==> config.mk <==
export PLATFORM = sky130hd
export DESIGN_NAME = datapathTop
export DESIGN_NICKNAME = d
export VERILOG_FILES = /design/src/verilog/dpPkg.sv /design/src/verilog/microSequencer.sv /design/src/verilog/aluUnit.sv /design/src/verilog/regBank.sv /design/src/verilog/pcUnit.sv /design/src/verilog/statusReg.sv /design/src/verilog/datapathTop.sv
export VERILOG_INCLUDE_DIRS = /design/src /design/src/verilog
export SDC_FILE = /design/constraint.sdc
export NUM_CORES = 1
export LEC_CHECK = 0
export ABC_AREA = 1
export ABC_CLOCK_PERIOD_IN_PS = 5840
export BUFFER_PORTS_ARGS = -buffer_cell sky130_fd_sc_hd__buf_4
export CORE_MARGIN = 2
export CORE_UTILIZATION = 50
export CTS_BUF_LIST = sky130_fd_sc_hd__clkbuf_4
export CTS_CLUSTER_DIAMETER = 60
export DETAILED_ROUTE_END_ITERATION = 8
export HOLD_SLACK_MARGIN = 0.12
export MAX_ROUTING_LAYER = met4
export PLACE_DENSITY = 0.75
export RECOVER_POWER = 25
export SLEW_MARGIN = 20
export SYNTH_ARGS = -nofsm -noshare
export SYNTH_HDL_FRONTEND = slang
export SYNTH_SLANG_ARGS = --single-unit
==> constraint.sdc <==
create_clock -name ld -period 5.84 [get_ports ld]
set_input_delay 0.876 -clock ld [delete_from_list [all_inputs] [get_ports ld]]
set_output_delay 0.876 -clock ld [all_outputs]
set_load 0.02 [all_outputs]
==> src/verilog/dp_macros.svh <==
// shared constants for the 8-bit datapath
// RESET_P keeps I and bit 5 set; the stack always sits in page STACK_PAGE
`ifndef DP_MACROS_SVH
`define DP_MACROS_SVH

// width of every programmer register and data port
`define DATA_W 8

// program counter value after reset
`define RESET_PC 16'h0200

// status after reset, NV-BDIZC with I and bit 5 set
`define RESET_P 8'h24

// high address byte used for push and pull
`define STACK_PAGE 8'h01

`endif

==> src/verilog/dpPkg.sv <==
// command word layout and control bundles shared by the datapath units
// both command views are 16 bits; the kind field sits in bits 15:14 of each
`include "dp_macros.svh"

package dpPkg;

	typedef enum logic [1:0] {KIND_ALU, KIND_XFER, KIND_MEM, KIND_FLOW} cmdKind_e;

	typedef enum logic [2:0] {OP_ADC, OP_SBC, OP_AND, OP_EOR, OP_ORA, OP_LSR} aluOp_e;

	typedef enum logic [1:0] {REG_A, REG_X, REG_Y, REG_S} regSel_e;

	// operand source for the ALU and for operand loads
	typedef enum logic [1:0] {SRC_IMM, SRC_DATA, SRC_X, SRC_Y} srcSel_e;

	// what the register bank writes
	typedef enum logic [1:0] {RSRC_ALU, RSRC_OPND, RSRC_REG} regSrc_e;

	// sub-operations of the non-ALU view
	localparam logic [1:0] XF_LOAD = 2'd0;
	localparam logic [1:0] XF_FROM_A = 2'd1;
	localparam logic [1:0] XF_FROM_S = 2'd2;
	localparam logic [1:0] MEM_STORE = 2'd0;
	localparam logic [1:0] MEM_PUSH = 2'd1;
	localparam logic [1:0] MEM_PULL = 2'd2;
	localparam logic [1:0] FL_INC = 2'd0;
	localparam logic [1:0] FL_JUMP = 2'd1;
	localparam logic [1:0] FL_SET = 2'd2;
	localparam logic [1:0] FL_CLR = 2'd3;

	typedef struct packed {
		cmdKind_e kind;
		aluOp_e aluOp;
		srcSel_e srcSel;
		logic spare;
		logic [`DATA_W-1:0] imm;
	} aluCmd_s;

	typedef struct packed {
		cmdKind_e kind;
		logic [1:0] subOp;
		regSel_e dstReg;
		srcSel_e srcSel;
		logic [`DATA_W-1:0] imm;
	} xferCmd_s;

	// one command word, read through whichever view its kind selects
	typedef union packed {
		aluCmd_s alu;
		xferCmd_s xfer;
	} cmdWord_u;

	typedef struct packed {
		aluOp_e op;
		srcSel_e srcSel;
		logic carryIn;
		logic decimal;
		logic [`DATA_W-1:0] imm;
	} aluCtl_s;

	typedef struct packed {
		logic we;
		regSel_e dstReg;
		regSrc_e src;
		regSel_e srcReg;
		logic push;
		logic pull;
	} regCtl_s;

	// vValid is set only by add and subtract
	typedef struct packed {
		logic n;
		logic v;
		logic z;
		logic c;
		logic vValid;
	} aluFlags_s;

	typedef struct packed {
		logic aluUpd;
		logic loadUpd;
		logic setC;
		logic clrC;
		logic setD;
		logic clrD;
		logic clrV;
	} flagCtl_s;

endpackage

==> src/verilog/microSequencer.sv <==
// decodes one command word per strobe into single-cycle control bundles
// strobes are ignored until reset has been released for one clock
`timescale 1ns/10ps

module microSequencer import dpPkg::*; (
	input logic ld,
	input logic rstN,
	input logic cmdStrobe,
	input cmdWord_u cmd,
	input logic flagC,
	input logic flagD,
	output aluCtl_s aluCtl,
	output regCtl_s regCtl,
	output flagCtl_s flagCtl,
	output logic pcInc,
	output logic pcJump,
	output logic memWrite,
	output logic memPush
);

	logic live;
	logic go;
	logic [1:0] subOp;
	regSel_e dst;

	// arms one edge after reset is released
	always_ff @(posedge ld) begin
		if (!rstN)
			live <= 1'b0;
		else
			live <= 1'b1;
	end

	assign go = cmdStrobe & live;
	assign subOp = cmd.xfer.subOp;
	assign dst = cmd.xfer.dstReg;

	always_comb begin
		// ALU view by default, carry and decimal come from the live flags
		aluCtl.op = cmd.alu.aluOp;
		aluCtl.srcSel = cmd.alu.srcSel;
		aluCtl.carryIn = flagC;
		aluCtl.decimal = flagD & (cmd.alu.aluOp == OP_ADC);
		aluCtl.imm = cmd.alu.imm;
		regCtl = '0;
		regCtl.dstReg = dst;
		regCtl.src = RSRC_ALU;
		regCtl.srcReg = REG_A;
		flagCtl = '0;
		pcInc = 1'b0;
		pcJump = 1'b0;
		memWrite = 1'b0;
		memPush = 1'b0;
		case (cmd.alu.kind)
			KIND_ALU: begin
				// result always lands in A
				regCtl.we = go;
				regCtl.dstReg = REG_A;
				flagCtl.aluUpd = go;
			end
			KIND_XFER: begin
				aluCtl.srcSel = cmd.xfer.srcSel;
				regCtl.we = go;
				case (subOp)
					XF_LOAD: begin
						// X or Y as source means a register copy
						if (cmd.xfer.srcSel == SRC_X || cmd.xfer.srcSel == SRC_Y) begin
							regCtl.src = RSRC_REG;
							regCtl.srcReg = (cmd.xfer.srcSel == SRC_X) ? REG_X : REG_Y;
						end else begin
							regCtl.src = RSRC_OPND;
						end
					end
					XF_FROM_A: begin
						regCtl.src = RSRC_REG;
						regCtl.srcReg = REG_A;
					end
					XF_FROM_S: begin
						regCtl.src = RSRC_REG;
						regCtl.srcReg = REG_S;
					end
					default: regCtl.we = 1'b0;
				endcase
				// writes to S keep the flags
				flagCtl.loadUpd = regCtl.we & (dst != REG_S);
			end
			KIND_MEM: begin
				// stored or pushed byte is read through the register mux
				regCtl.src = RSRC_REG;
				regCtl.srcReg = dst;
				case (subOp)
					MEM_STORE: memWrite = go;
					MEM_PUSH: begin
						memPush = go;
						regCtl.push = go;
					end
					MEM_PULL: begin
						aluCtl.srcSel = SRC_DATA;
						regCtl.src = RSRC_OPND;
						regCtl.we = go;
						regCtl.pull = go;
						flagCtl.loadUpd = go & (dst != REG_S);
					end
					default: ;
				endcase
			end
			default: begin
				// flow, imm bits pick C, D and V
				case (subOp)
					FL_INC: pcInc = go;
					FL_JUMP: pcJump = go;
					FL_SET: begin
						flagCtl.setC = go & cmd.xfer.imm[0];
						flagCtl.setD = go & cmd.xfer.imm[1];
					end
					default: begin
						flagCtl.clrC = go & cmd.xfer.imm[0];
						flagCtl.clrD = go & cmd.xfer.imm[1];
						flagCtl.clrV = go & cmd.xfer.imm[2];
					end
				endcase
			end
		endcase
	end

endmodule

==> src/verilog/aluUnit.sv <==
// purely combinational ALU on A and one selected operand
// decimal adjust is applied to ADC only, SBC in decimal mode stays binary
`timescale 1ns/10ps
`include "dp_macros.svh"

module aluUnit import dpPkg::*; (
	input aluCtl_s aluCtl,
	input logic [`DATA_W-1:0] acc,
	input logic [`DATA_W-1:0] regX,
	input logic [`DATA_W-1:0] regY,
	input logic [`DATA_W-1:0] dataIn,
	output logic [`DATA_W-1:0] result,
	output aluFlags_s flags
);

	logic [`DATA_W-1:0] opnd;
	logic [`DATA_W-1:0] opB;
	logic [4:0] loSum;
	logic [4:0] hiSum;
	logic [`DATA_W-1:0] binSum;
	logic [`DATA_W-1:0] adjLo;
	logic decCarry;
	logic carryOut;

	// operand select
	always_comb begin
		case (aluCtl.srcSel)
			SRC_IMM: opnd = aluCtl.imm;
			SRC_DATA: opnd = dataIn;
			SRC_X: opnd = regX;
			default: opnd = regY;
		endcase
	end

	// subtract is add of the inverted operand, carry acts as not-borrow
	assign opB = (aluCtl.op == OP_SBC) ? ~opnd : opnd;

	// two nibble steps so the half carry is visible
	assign loSum = {1'b0, acc[3:0]} + {1'b0, opB[3:0]} + {4'b0, aluCtl.carryIn};
	assign hiSum = {1'b0, acc[7:4]} + {1'b0, opB[7:4]} + {4'b0, loSum[4]};
	assign binSum = {hiSum[3:0], loSum[3:0]};

	// low digit fix when over 9 or half carry
	assign adjLo = (loSum[3:0] > 4'd9 || loSum[4]) ? binSum + 8'h06 : binSum;
	// high digit fix, also the decimal carry
	assign decCarry = hiSum[4] | (binSum > 8'h99);

	always_comb begin
		result = binSum;
		carryOut = aluCtl.carryIn;
		case (aluCtl.op)
			OP_ADC: begin
				if (aluCtl.decimal) begin
					result = decCarry ? adjLo + 8'h60 : adjLo;
					carryOut = decCarry;
				end else begin
					carryOut = hiSum[4];
				end
			end
			OP_SBC: carryOut = hiSum[4];
			OP_AND: result = acc & opnd;
			OP_EOR: result = acc ^ opnd;
			OP_ORA: result = acc | opnd;
			OP_LSR: begin
				// shifts A, bit 0 falls into C
				result = {1'b0, acc[7:1]};
				carryOut = acc[0];
			end
			default: result = acc;
		endcase
	end

	// logic ops hand C back unchanged through carryIn
	always_comb begin
		flags.n = result[7];
		flags.z = (result == '0);
		flags.c = carryOut;
		// same input signs, different result sign
		flags.v = (acc[7] == opB[7]) & (binSum[7] != acc[7]);
		flags.vValid = (aluCtl.op == OP_ADC) | (aluCtl.op == OP_SBC);
	end

endmodule

==> src/verilog/regBank.sv <==
// A, X, Y and the stack pointer; sp comes out of reset at FF
// a write to S wins over the push/pull step in the same cycle
`timescale 1ns/10ps
`include "dp_macros.svh"

module regBank import dpPkg::*; (
	input logic ld,
	input logic rstN,
	input regCtl_s regCtl,
	input logic [`DATA_W-1:0] aluResult,
	input logic [`DATA_W-1:0] operand,
	output logic [`DATA_W-1:0] acc,
	output logic [`DATA_W-1:0] regX,
	output logic [`DATA_W-1:0] regY,
	output logic [`DATA_W-1:0] sp,
	output logic [`DATA_W-1:0] loadValue
);

	logic [`DATA_W-1:0] regRead;

	// register read port for copies, stores and pushes
	always_comb begin
		case (regCtl.srcReg)
			REG_A: regRead = acc;
			REG_X: regRead = regX;
			REG_Y: regRead = regY;
			default: regRead = sp;
		endcase
	end

	// value to be written, also feeds N/Z and the memory data register
	always_comb begin
		case (regCtl.src)
			RSRC_ALU: loadValue = aluResult;
			RSRC_OPND: loadValue = operand;
			default: loadValue = regRead;
		endcase
	end

	always_ff @(posedge ld) begin
		if (!rstN) begin
			acc <= '0;
			regX <= '0;
			regY <= '0;
			sp <= '1;
		end else begin
			// push post-decrements, pull pre-increments
			if (regCtl.push)
				sp <= sp - 1'b1;
			else if (regCtl.pull)
				sp <= sp + 1'b1;
			if (regCtl.we) begin
				case (regCtl.dstReg)
					REG_A: acc <= loadValue;
					REG_X: regX <= loadValue;
					REG_Y: regY <= loadValue;
					default: sp <= loadValue;
				endcase
			end
		end
	end

endmodule

==> src/verilog/pcUnit.sv <==
// 16-bit program counter split into low and high bytes
// jump has priority over increment
`timescale 1ns/10ps
`include "dp_macros.svh"

module pcUnit (
	input logic ld,
	input logic rstN,
	input logic pcInc,
	input logic pcJump,
	input logic [2*`DATA_W-1:0] jumpAddr,
	output logic [2*`DATA_W-1:0] pc
);

	logic [`DATA_W-1:0] pcLo;
	logic [`DATA_W-1:0] pcHi;
	logic [`DATA_W-1:0] incLo;
	logic [`DATA_W-1:0] incHi;
	logic carryLo;

	// low byte incrementer, carry ripples into the high byte
	assign {carryLo, incLo} = {1'b0, pcLo} + 1'b1;
	assign incHi = pcHi + {{(`DATA_W-1){1'b0}}, carryLo};

	always_ff @(posedge ld) begin
		if (!rstN) begin
			{pcHi, pcLo} <= `RESET_PC;
		end else if (pcJump) begin
			{pcHi, pcLo} <= jumpAddr;
		end else if (pcInc) begin
			// FFFF wraps to 0000
			pcLo <= incLo;
			pcHi <= incHi;
		end
	end

	assign pc = {pcHi, pcLo};

endmodule

==> src/verilog/statusReg.sv <==
// NV-BDIZC flags; B and bit 5 always read as 1
// I is held at its reset value since no command changes it
`timescale 1ns/10ps
`include "dp_macros.svh"

module statusReg import dpPkg::*; (
	input logic ld,
	input logic rstN,
	input flagCtl_s flagCtl,
	input aluFlags_s aluFlags,
	input logic [`DATA_W-1:0] loadValue,
	output logic [`DATA_W-1:0] status
);

	// reset pattern as a vector so single flags can be picked out
	localparam logic [`DATA_W-1:0] RESET_STATUS = `RESET_P;

	logic flagN;
	logic flagV;
	logic flagD;
	logic flagZ;
	logic flagC;

	always_ff @(posedge ld) begin
		if (!rstN) begin
			flagN <= RESET_STATUS[7];
			flagV <= RESET_STATUS[6];
			flagD <= RESET_STATUS[3];
			flagZ <= RESET_STATUS[1];
			flagC <= RESET_STATUS[0];
		end else begin
			// ALU commands update V only for add and subtract
			if (flagCtl.aluUpd) begin
				flagN <= aluFlags.n;
				flagZ <= aluFlags.z;
				flagC <= aluFlags.c;
				if (aluFlags.vValid)
					flagV <= aluFlags.v;
			end
			// loads and pulls set N/Z from the written byte
			if (flagCtl.loadUpd) begin
				flagN <= loadValue[7];
				flagZ <= (loadValue == '0);
			end
			// explicit set and clear from flow commands
			if (flagCtl.setC)
				flagC <= 1'b1;
			else if (flagCtl.clrC)
				flagC <= 1'b0;
			if (flagCtl.setD)
				flagD <= 1'b1;
			else if (flagCtl.clrD)
				flagD <= 1'b0;
			if (flagCtl.clrV)
				flagV <= 1'b0;
		end
	end

	assign status = {flagN, flagV, 1'b1, 1'b1, flagD, RESET_STATUS[2], flagZ, flagC};

endmodule

==> src/verilog/datapathTop.sv <==
// datapath top, one command per strobe, no back-pressure
// dataWe pulses for one clock after a store or push is taken
`timescale 1ns/10ps
`include "dp_macros.svh"

module datapathTop import dpPkg::*; (
	input logic ld,
	input logic rstN,
	input logic cmdStrobe,
	input cmdWord_u cmd,
	input logic [`DATA_W-1:0] dataIn,
	output logic [2*`DATA_W-1:0] addrOut,
	output logic [`DATA_W-1:0] dataOut,
	output logic dataWe,
	output logic [`DATA_W-1:0] acc,
	output logic [`DATA_W-1:0] regX,
	output logic [`DATA_W-1:0] regY,
	output logic [`DATA_W-1:0] sp,
	output logic [2*`DATA_W-1:0] pc,
	output logic [`DATA_W-1:0] status
);

	aluCtl_s aluCtl;
	regCtl_s regCtl;
	flagCtl_s flagCtl;
	aluFlags_s aluFlags;
	logic pcInc;
	logic pcJump;
	logic memWrite;
	logic memPush;
	logic [`DATA_W-1:0] aluResult;
	logic [`DATA_W-1:0] operand;
	logic [`DATA_W-1:0] loadValue;

	microSequencer seq (
		.ld(ld), .rstN(rstN), .cmdStrobe(cmdStrobe), .cmd(cmd),
		.flagC(status[0]), .flagD(status[3]),
		.aluCtl(aluCtl), .regCtl(regCtl), .flagCtl(flagCtl),
		.pcInc(pcInc), .pcJump(pcJump), .memWrite(memWrite), .memPush(memPush)
	);

	aluUnit alu (
		.aluCtl(aluCtl), .acc(acc), .regX(regX), .regY(regY), .dataIn(dataIn),
		.result(aluResult), .flags(aluFlags)
	);

	// operand loads take imm or the data bus, X/Y copies go through the register mux
	assign operand = (aluCtl.srcSel == SRC_IMM) ? aluCtl.imm : dataIn;

	regBank regs (
		.ld(ld), .rstN(rstN), .regCtl(regCtl), .aluResult(aluResult), .operand(operand),
		.acc(acc), .regX(regX), .regY(regY), .sp(sp), .loadValue(loadValue)
	);

	// jump target is {dataIn, imm}
	pcUnit pcu (
		.ld(ld), .rstN(rstN), .pcInc(pcInc), .pcJump(pcJump),
		.jumpAddr({dataIn, aluCtl.imm}), .pc(pc)
	);

	statusReg flags (
		.ld(ld), .rstN(rstN), .flagCtl(flagCtl), .aluFlags(aluFlags),
		.loadValue(loadValue), .status(status)
	);

	always_ff @(posedge ld) begin
		if (!rstN)
			dataWe <= 1'b0;
		else
			dataWe <= memWrite | memPush;
	end

	// address and data only move when a write is taken
	always_ff @(posedge ld) begin
		if (memPush) begin
			// sp before its decrement
			addrOut <= {`STACK_PAGE, sp};
			dataOut <= loadValue;
		end else if (memWrite) begin
			// {imm, 00} plus X, the low byte never carries
			addrOut <= {aluCtl.imm, regX};
			dataOut <= loadValue;
		end
	end

endmodule

==> flow_summary.ini, run 1 <==
[status]
status = finished, final reports clean

[routing]
drt-vias-per-instance = 5.63
drt_pre_antenna_iters = 6
avgRoutedWirePerCell_um = 17.0
drt_iter0_markers = 555
routed_wl_um = 20000
final_ant_viol_nets = 0
drcViolationCount = 0
total_number_of_vias = 6607

[yosys]
synth-xor-area-share_pct = 2.32
netlist-cell-type-count = 56
synth_compound_gate_area_share_pct = 22.4
synthAdderAreaFrac_pct = 8.98
synth_ff_type = sky130_fd_sc_hd__dfxtp_1
postSynthRegisterBits = 79
ys.warnings.count = 0
synth_simple_gate_area_share_pct = 26.1
largest_family_of_logic_cells_by_synthesized_area = simple AND/OR/NAND/NOR gates
ys_async_sr_fraction_pct = 0
syn_area_per_cell_sq_um = 6.78
synth_edf_count = 16
synth.yosys.seq_area_share_pct = 28.8
synth.mux.area_fraction_pct = 0.165
netlist_instances = 892
post_synth_instance_area_sq_um = 6050

[grt]
largest_net_degree_at_the_start_of_global_routing = 23
grt_remaining_overflow = 0
combined_global_route_utilization_of_all_metal_layers_pct = 31.8
number_of_global_route_vias_before_repair = 6110
grt_pass1_wl_um = 31300
antenna_found_initial = 0

[cells_and_area]
stdcell_area_sq_um = 7230
layout_commonest_cell = sky130_fd_sc_hd__nand2_1
most-common-layout-cells = sky130_fd_sc_hd__nand2_1, sky130_fd_sc_hd__inv_1, sky130_fd_sc_hd__buf_4
fraction_of_final_layout_cells_with_drive_strength_greater_than_1_pct = 16.9
area_growth_syn_to_layout_pct = 19.5
fin_nets = 1089
antenna_cells = 0

[timing]
final-hold-violation-count = 0
setup-violations-final = 0
period_share_pct = 93.0
max-slew-margin-rel_pct = 20.7
clock_skew_ps = 36.4
highest_attainable_clock_frequency_ghz = 0.184
slew_worst_pin_ps = 1190
finalWorstPathRequiredPeriod_ps = 5430
final_worst_slack_ps = 411
final.setup.tns_ps = 0
final-max-slew-violation-count = 0

[place]
gpl.final_weighted_congestion = 1.02
place.detailed.hpwl_um = 15700
port_buffers = 104
pre_cts_slack_ps = -142
dpl-instance-area_sq_um = 7170

[setup_path]
crit_start = cmd[15]
crit_slowest_cell = sky130_fd_sc_hd__fa_2
cp_max_fo = 6
critical_path_class = input pin to flip-flop
critical_path.endpoint_type = flip-flop
critical_path.max_stage_delay_ps = 640
kind_of_start_point_of_the_critical_path = input pin
worst_ep_required_time_ps = 6110
critical_path.reg2reg.startpoint = regs.regX[0]
cpMostUsedCell = sky130_fd_sc_hd__nand2_1
worst_ep_arrival_time_ps = 5700

[power]
fin_total_pwr_mw = 1.52
vdd.ir_drop.worst_uv = 144
cellPowerDensity_nw_per_um2 = 211
power.leakage_nw = 3.43

[die]
fp.dieH_um = 114
die_area_sq_um = 13000
std_cell_rows = 40
core-area_sq_um = 11900
top_level_ports = 108
initial_utilization_pct = 50.8
floorplan.die.width_um = 114

[clocking]
clock_sink_count = 79
cts.htree.levels = 3
clock_tree_from_tritoncts = built
cts_inserted_buffers = 9
clock_latency_ps = 500
clockRootBuffer = sky130_fd_sc_hd__clkbuf_4
cts_hold_buf = 0
clkTransAtPathRegs_ps = 140
cts_buffer_depth = 2

[hold_path]
hold_class = flip-flop to flip-flop
min_delay_startpoint = pcu.pcHi[6]

[run]
max-cap-violations = 0
[path summary, 6_finish.rpt]
check,endpoint,slack (ps),depth (start not counted)
max,dataOut[7],410,34
min,pcu.pcHi[6],500,2
max reg2reg,dataOut[7],1250,27
min reg2reg,pcu.pcHi[6],500,2
[stage by stage]
stage                     std cells  utilization (%)  hold WS [ps]
after floorplan                 894                -           465
after global placement         1155             60.2           475
after detailed placement       1155             60.2           477
after CTS                      1171             61.5           501
after global routing           1173             60.7           520
final                          1173             60.7           498
[kinds of logic (layout without fill, tap and decap cells)]
group,count (synthesis),in the layout
AOI/OAI and AO/OA,233,233
xor gates and xnor gates,16,16
adders and majority gates,41,41
buffers and inverters,169,301
DFF,79,79
muxes,1,1
other,1,3
and+or+nand+nor,352,352
[critical path: cells and delay by family]
kind / cells / cell delay, ps
AOI/OAI and AO/OA: 4 / 610
xor gates and xnor gates: 1 / 200
buffers and inverters: 9 / 820
adders and majority gates: 6 / 2110
and+or+nand+nor: 14 / 1090
[power breakdown]
group	total (mW)	internal [mW]	switching [mW]
logic	0.547	0.200	0.348
registers	0.602	0.582	0.0200
clock network	0.373	0.139	0.235
[area by class of cell]
type / instances / area, sq um
clock inverters: 7 / 85.1
repair buffers: 145 / 931
flip-flops and latches: 79 / 1740
well taps: 147 / 184
fillers: 1189 / 4680
clock buffers: 9 / 67.6
multi-input cells: 646 / 3690
inverters: 140 / 528
[registers in the layout (all words and copies together) (netlist names)]
name         cells
addrOut         16
dataOut          8
dataWe           1
flags.flagC      1
flags.flagD      1
flags.flagN      1
flags.flagV      1
flags.flagZ      1
pcu.pcHi         8
pcu.pcLo         8
regs.acc         8
regs.regX        8
regs.regY        8
regs.sp          8
seq.live         1
[metal layers]
metal  GRT usage, %  vias up  share of wire [%]
met5              -        -                  0
met4           11.9        0                3.1
met3           4.89       48                7.9
met2           50.4      307                 45
met1           41.2     3022                 44
li1               -     3230                  -
[synth_stat cells (all sizes together), types with 11 or more instances]
library cell  instances  area (sq um)
a21oi                84           447
buf                  11          83.8
clkbuf               18          67.6
dfxtp                63          1260
edfxtp               16           480
ha                   37           463
inv                 137           517
nand2               209           871
nand3                45           225
nor2                 64           263
nor3                 14          85.1
o21ai                89           453
o22ai                15          93.8
xor2                 13           114
[repair_timing]
action / 4_1_cts / 5_1_grt
endpoints found under the setup margin: 0 / 15
setup buffers: 0 / 2
resized for setup: 0 / 11
Note: power is estimated with default switching activity, not from simulation.
==> run 2: changes to the inputs <==
--- a/config.mk
+++ b/config.mk
@@ -14,11 +14,13 @@
 export CTS_BUF_LIST = sky130_fd_sc_hd__clkbuf_4
 export CTS_CLUSTER_DIAMETER = 60
 export DETAILED_ROUTE_END_ITERATION = 8
-export HOLD_SLACK_MARGIN = 0.12
+export HOLD_SLACK_MARGIN = 0.02
 export MAX_ROUTING_LAYER = met4
 export PLACE_DENSITY = 0.75
 export RECOVER_POWER = 25
+export REMOVE_ABC_BUFFERS = 1
 export SLEW_MARGIN = 20
 export SYNTH_ARGS = -nofsm -noshare
 export SYNTH_HDL_FRONTEND = slang
+export SYNTH_HIERARCHICAL = 1
 export SYNTH_SLANG_ARGS = --single-unit
==> flow_summary.ini, run 2 <==
[status]
status = finished, final reports clean

[setup_path]
crit_slowest_cell = sky130_fd_sc_hd__fa_1
cp_max_fo = 5
critical_path_class = input pin to flip-flop
cp_num_buf_inv = 10
cpMostUsedCell = sky130_fd_sc_hd__nand2_1
worst_ep_arrival_time_ps = 5870
cpLargestDelayFamily = adder cells
worst_ep_required_time_ps = 6240
critical_path.max_stage_delay_ps = 450
kind_of_start_point_of_the_critical_path = input pin
critical_path.endpoint_type = flip-flop

[clocking]
clock_latency_ps = 460
postCtsSetupRepairBufs = 0
cts_inserted_buffers = 9
cts_buffer_depth = 2
clock_sink_count = 79
cts_hold_buf = 0
clkTransAtPathRegs_ps = 140
clock_tree_from_tritoncts = built
post_cts_resize_count = 0
clockRootBuffer = sky130_fd_sc_hd__clkbuf_4
cts.htree.levels = 3

[yosys]
post_synth_instance_area_sq_um = 6500
synth.mux.area_fraction_pct = 0
synth.top_cell.area_share_pct = 19.4
synth_ff_type = sky130_fd_sc_hd__dfxtp_1
synth-xor-area-share_pct = 1.62
synthAdderAreaFrac_pct = 8.35
netlist_instances = 1029
syn_area_per_cell_sq_um = 6.32
synth_area_leader_cell = sky130_fd_sc_hd__dfxtp_1
netlist-cell-type-count = 45
ys.warnings.count = 6
yosys-top-cells-area = sky130_fd_sc_hd__dfxtp_1, sky130_fd_sc_hd__nand2_1, sky130_fd_sc_hd__inv_1
synth_compound_gate_area_share_pct = 14.1
synth_simple_gate_area_share_pct = 34.7
synth.top_cells.by_count = sky130_fd_sc_hd__nand2_1, sky130_fd_sc_hd__inv_1, sky130_fd_sc_hd__nor2_1
synth.yosys.seq_area_share_pct = 26.8
largest_family_of_logic_cells_by_synthesized_area = simple AND/OR/NAND/NOR gates
ys_async_sr_fraction_pct = 0
synth_edf_count = 16
post-synth-top-count-cell = sky130_fd_sc_hd__nand2_1
postSynthRegisterBits = 79

[routing]
avgRoutedWirePerCell_um = 15.0
routed_wl_um = 19900
final_ant_viol_nets = 0
drt_iter0_markers = 694
drcViolationCount = 0
drt_pre_antenna_iters = 6
drt-vias-per-instance = 5.25
total_number_of_vias = 6973

[power]
vdd.ir_drop.worst_uv = 130
power.leakage_nw = 3.92
cellPowerDensity_nw_per_um2 = 194

[timing]
setup-violations-final = 0
final-max-slew-violation-count = 0
highest_attainable_clock_frequency_ghz = 0.183
clock_skew_ps = 11.5
period_share_pct = 93.7
final_worst_slack_ps = 371
final.setup.tns_ps = 0
fin_worst_hold_slack_ps = 482
final-hold-violation-count = 0
slew_worst_pin_ps = 1380
max-slew-margin-rel_pct = 8.06
finalWorstPathRequiredPeriod_ps = 5470

[place]
gpl.final_weighted_congestion = 1.02
pre_cts_slack_ps = -106
place.detailed.hpwl_um = 15500
dpl-instance-area_sq_um = 7550
port_buffers = 104

[cells_and_area]
fin_nets = 1216
fraction_of_final_layout_cells_with_drive_strength_greater_than_1_pct = 16.0
top_register = addrOut
most-common-layout-cells = sky130_fd_sc_hd__nand2_1, sky130_fd_sc_hd__inv_1, sky130_fd_sc_hd__nor2_1
largest_reg_flops = 16
stdcell_area_sq_um = 7560
layout_commonest_cell = sky130_fd_sc_hd__nand2_1
area_growth_syn_to_layout_pct = 16.3
fillers = 1280

[die]
die_area_sq_um = 13900
floorplan.die.width_um = 118
fp.dieH_um = 118
core-area_sq_um = 12700
top_level_ports = 108
std_cell_rows = 41
initial_utilization_pct = 51.3

[grt]
antenna_found_initial = 2
grt_remaining_overflow = 0
number_of_global_route_vias_before_repair = 6313
grt_pass1_wl_um = 32000
largest_net_degree_at_the_start_of_global_routing = 27
combined_global_route_utilization_of_all_metal_layers_pct = 29.5

[run]
max-cap-violations = 0

[hold_path]
hold_class = flip-flop to flip-flop
run 2: worst min-delay path: stages, from the launching register on:
cell and delay [ps]:
sky130_fd_sc_hd__dfxtp_1 330, sky130_fd_sc_hd__nor2_1 80, sky130_fd_sc_hd__nor2_1 50
run 2: layout make-up:
cell class	instances	area, sq um	share of cell area, %
timing repair buffer	147	958	12.7
antenna	2	5.00	0.0662
tap	172	215	2.85
multi-input combinational	744	3860	51.1
inverter	167	632	8.36
sequential	79	1740	23.0
clock inverter	7	77.6	1.03
clock buffer	9	67.6	0.894
run 2: final timing paths:
check                    start  cells after the start          end  slack (ps)
setup / recovery       cmd[15]                     41  flags/flagZ         370
hold / removal     addrOut[12]                      2  addrOut[12]         480
setup reg to reg  regs/regX[0]                     33  flags/flagZ        1120
hold reg to reg    addrOut[12]                      2  addrOut[12]         480
run 2: cell families after synthesis:
family / count (synthesis)
compound gates: 159
xor+xnor: 12
fa+ha+maj: 41
buf+inv: 208
flops: 79
other cells: 1
simple gates: 529
run 2: per-stage QoR:
stage,total power [mW],std cells,utilization (%)
final,1.46,1327,59.7
after global routing,1.56,1327,59.7
after CTS,1.48,1325,60.7
after detailed placement,1.13,1309,59.6
after global placement,1.12,1309,59.6
after floorplan,0.920,990,-
run 2: metal layers:
metal / vias up / GRT usage (%) / part of all wire (%)
li1: 3501 / - / -
met3: 37 / 5.57 / 8.2
met4: 0 / 10.2 / 2.8
met5: - / - / 0
met2: 290 / 46.0 / 44
met1: 3145 / 38.4 / 45
run 2: power breakdown:
| part | switching, mW | internal (mW) | total, mW | leakage (nW) |
|---|---|---|---|---|
| clock network | 0.215 | 0.135 | 0.350 | 0.0773 |
| registers | 0.0209 | 0.580 | 0.601 | 0.671 |
| logic | 0.324 | 0.188 | 0.512 | 3.18 |
| total | 0.560 | 0.903 | 1.46 | 3.92 |
==> run 3: changes to the inputs <==
--- a/config.mk
+++ b/config.mk
@@ -12,7 +12,7 @@
 export CORE_MARGIN = 2
 export CORE_UTILIZATION = 50
 export CTS_BUF_LIST = sky130_fd_sc_hd__clkbuf_4
-export CTS_CLUSTER_DIAMETER = 60
+export CTS_CLUSTER_DIAMETER = 80
 export DETAILED_ROUTE_END_ITERATION = 8
 export HOLD_SLACK_MARGIN = 0.02
 export MAX_ROUTING_LAYER = met4
==> constraint.sdc (replaced) <==
create_clock -name ld -period 5.84 [get_ports ld]
set_input_delay 0.876 -clock ld [delete_from_list [all_inputs] [get_ports ld]]
set_output_delay 0.876 -clock ld [all_outputs]
set_load 0.1 [all_outputs]
==> flow_summary.ini, run 3 (same netlist as run 2, synthesis figures left out) <==
[setup_path]
critical_path.endpoint_type = flip-flop
critical_path.max_stage_delay_ps = 450
cpLargestDelayFamily = adder cells
cpMostUsedCell = sky130_fd_sc_hd__nand2_1
kind_of_start_point_of_the_critical_path = input pin
cp_num_buf_inv = 9
worst_ep_required_time_ps = 6240
critical_path_class = input pin to flip-flop
worst_ep_arrival_time_ps = 5880
cp_max_fo = 6
crit_slowest_cell = sky130_fd_sc_hd__fa_1

[hold_path]
hold_class = flip-flop to flip-flop

[routing]
drt_iter0_markers = 629
drcViolationCount = 0
final_ant_viol_nets = 0
routed_wl_um = 20000
drt-vias-per-instance = 5.27
drt_pre_antenna_iters = 9
total_number_of_vias = 6999
avgRoutedWirePerCell_um = 15.1

[power]
sequential_cell_fraction_of_total_power_pct = 37.6
power.leakage_nw = 3.94
switching_share_pct = 43.6
vdd.ir_drop.worst_uv = 216
p_int_uw = 902
combinational_cell_fraction_of_total_power_pct = 40.6
power.switching_uw = 698
clock_power_share_pct = 21.9
cellPowerDensity_nw_per_um2 = 212

[place]
dpl.cell_count = 1309
port_buffers = 104
place.detailed.hpwl_um = 15500
gpl.final_weighted_congestion = 1.02
pre_cts_slack_ps = -106

[die]
floorplan.die.width_um = 118
core-area_sq_um = 12700
initial_utilization_pct = 51.3
fp.dieH_um = 118
top_level_ports = 108
std_cell_rows = 41
die_area_sq_um = 13900

[timing]
clock_skew_ps = 13.1
final.setup.tns_ps = 0
period_share_pct = 93.8
highest_attainable_clock_frequency_ghz = 0.183
finalWorstPathRequiredPeriod_ps = 5480
slew_worst_pin_ps = 1360
max-slew-margin-rel_pct = 9.31
final_worst_slack_ps = 362
setup-violations-final = 0
final-max-slew-violation-count = 0
final-hold-violation-count = 0

[cells_and_area]
utilization_pct = 59.7
most-common-layout-cells = sky130_fd_sc_hd__nand2_1, sky130_fd_sc_hd__inv_1, sky130_fd_sc_hd__nor2_1, sky130_fd_sc_hd__buf_4, sky130_fd_sc_hd__nand3_1
fillers = 1273
top_register = addrOut
largest_reg_flops = 16
fin_nets = 1216
layout_commonest_cell = sky130_fd_sc_hd__nand2_1
area_growth_syn_to_layout_pct = 16.4
fraction_of_final_layout_cells_with_drive_strength_greater_than_1_pct = 16.3
finalNonFillerCells = 1327

[clocking]
cts.htree.levels = 3
cts_inserted_buffers = 9
cts_hold_buf = 0
clock_sink_count = 79
clkTransAtPathRegs_ps = 140
clockRootBuffer = sky130_fd_sc_hd__clkbuf_4
cts_buffer_depth = 2
post_cts_resize_count = 0
postCtsSetupRepairBufs = 0
clock_latency_ps = 460
clock_tree_from_tritoncts = built

[grt]
largest_net_degree_at_the_start_of_global_routing = 27
number_of_global_route_vias_before_repair = 6313
grt_pass1_wl_um = 32000
antenna_found_initial = 2
combined_global_route_utilization_of_all_metal_layers_pct = 29.5
grt_remaining_overflow = 0

[status]
status = finished, final reports clean

[run]
max-cap-violations = 0
==> run 3: cell types whose count changed in the layout (fill, tap and decap cells not counted), sizes merged <==
cell,previous run,this run
clkbuf,51,46
inv,170,169
buf,105,110
clkinvlp,1,2
==> run 3: layer usage <==
layer / GRT usage, % / wire [um] / up-vias / part of all wire, %
met4: 10.2 / 544 / 0 / 2.7
met2: 46.0 / 8930 / 307 / 45
li1: - / - / 3498 / -
met5: - / 0 / - / 0
met3: 5.57 / 1630 / 40 / 8.2
met1: 38.4 / 8930 / 3154 / 45
==> run 3: tightest hold or removal path, delay by kind of cell (launching register included) <==
| kind | cells | cell delay (ps) |
|---|---|---|
| AND/OR/NAND/NOR | 2 | 130 |
| flip-flops | 1 | 330 |
==> run 3: power by group through the flow <==
stage	combinational, mW	clock (mW)	sequential, mW
2_1_floorplan	0.293	0	0.765
3_3_place_gp	0.646	0	0.614
3_5_place_dp	0.654	0	0.613
4_1_cts	0.655	0.358	0.601
5_1_grt	0.710	0.380	0.604
6_report	0.649	0.350	0.601
==> run 3: worst paths after layout <==
path                      from          end  slack (ps)  depth (start not counted)
setup / recovery       cmd[15]  flags/flagZ         360                         40
setup reg to reg  regs/regX[0]  flags/flagZ        1120                         32
hold reg to reg    addrOut[12]  addrOut[12]         480                          2
hold / removal     addrOut[12]  addrOut[12]         480                          2
==> run 3: layout make-up <==
type                            instances  area [sq um]  share of cell area (%)
Multi-Input combinational cell        744          3860                    51.0
Sequential cell                        79          1740                    23.0
Timing Repair Buffer                  147           977                    12.9
Inverter                              167           628                    8.30
Tap cell                              172           215                    2.84
Clock inverter                          7          77.6                    1.02
Clock buffer                            9          67.6                   0.893
Antenna cell                            2          5.00                  0.0661
==> run 3: per-stage QoR <==
step	cell area (sq um)	hold slack (ps)	total power, mW
detailed placement	7550	466	1.27
finish	7570	482	1.60
floorplan	6210	706	1.06
global placement	7550	463	1.26
CTS	7690	487	1.62
global route	7570	508	1.69
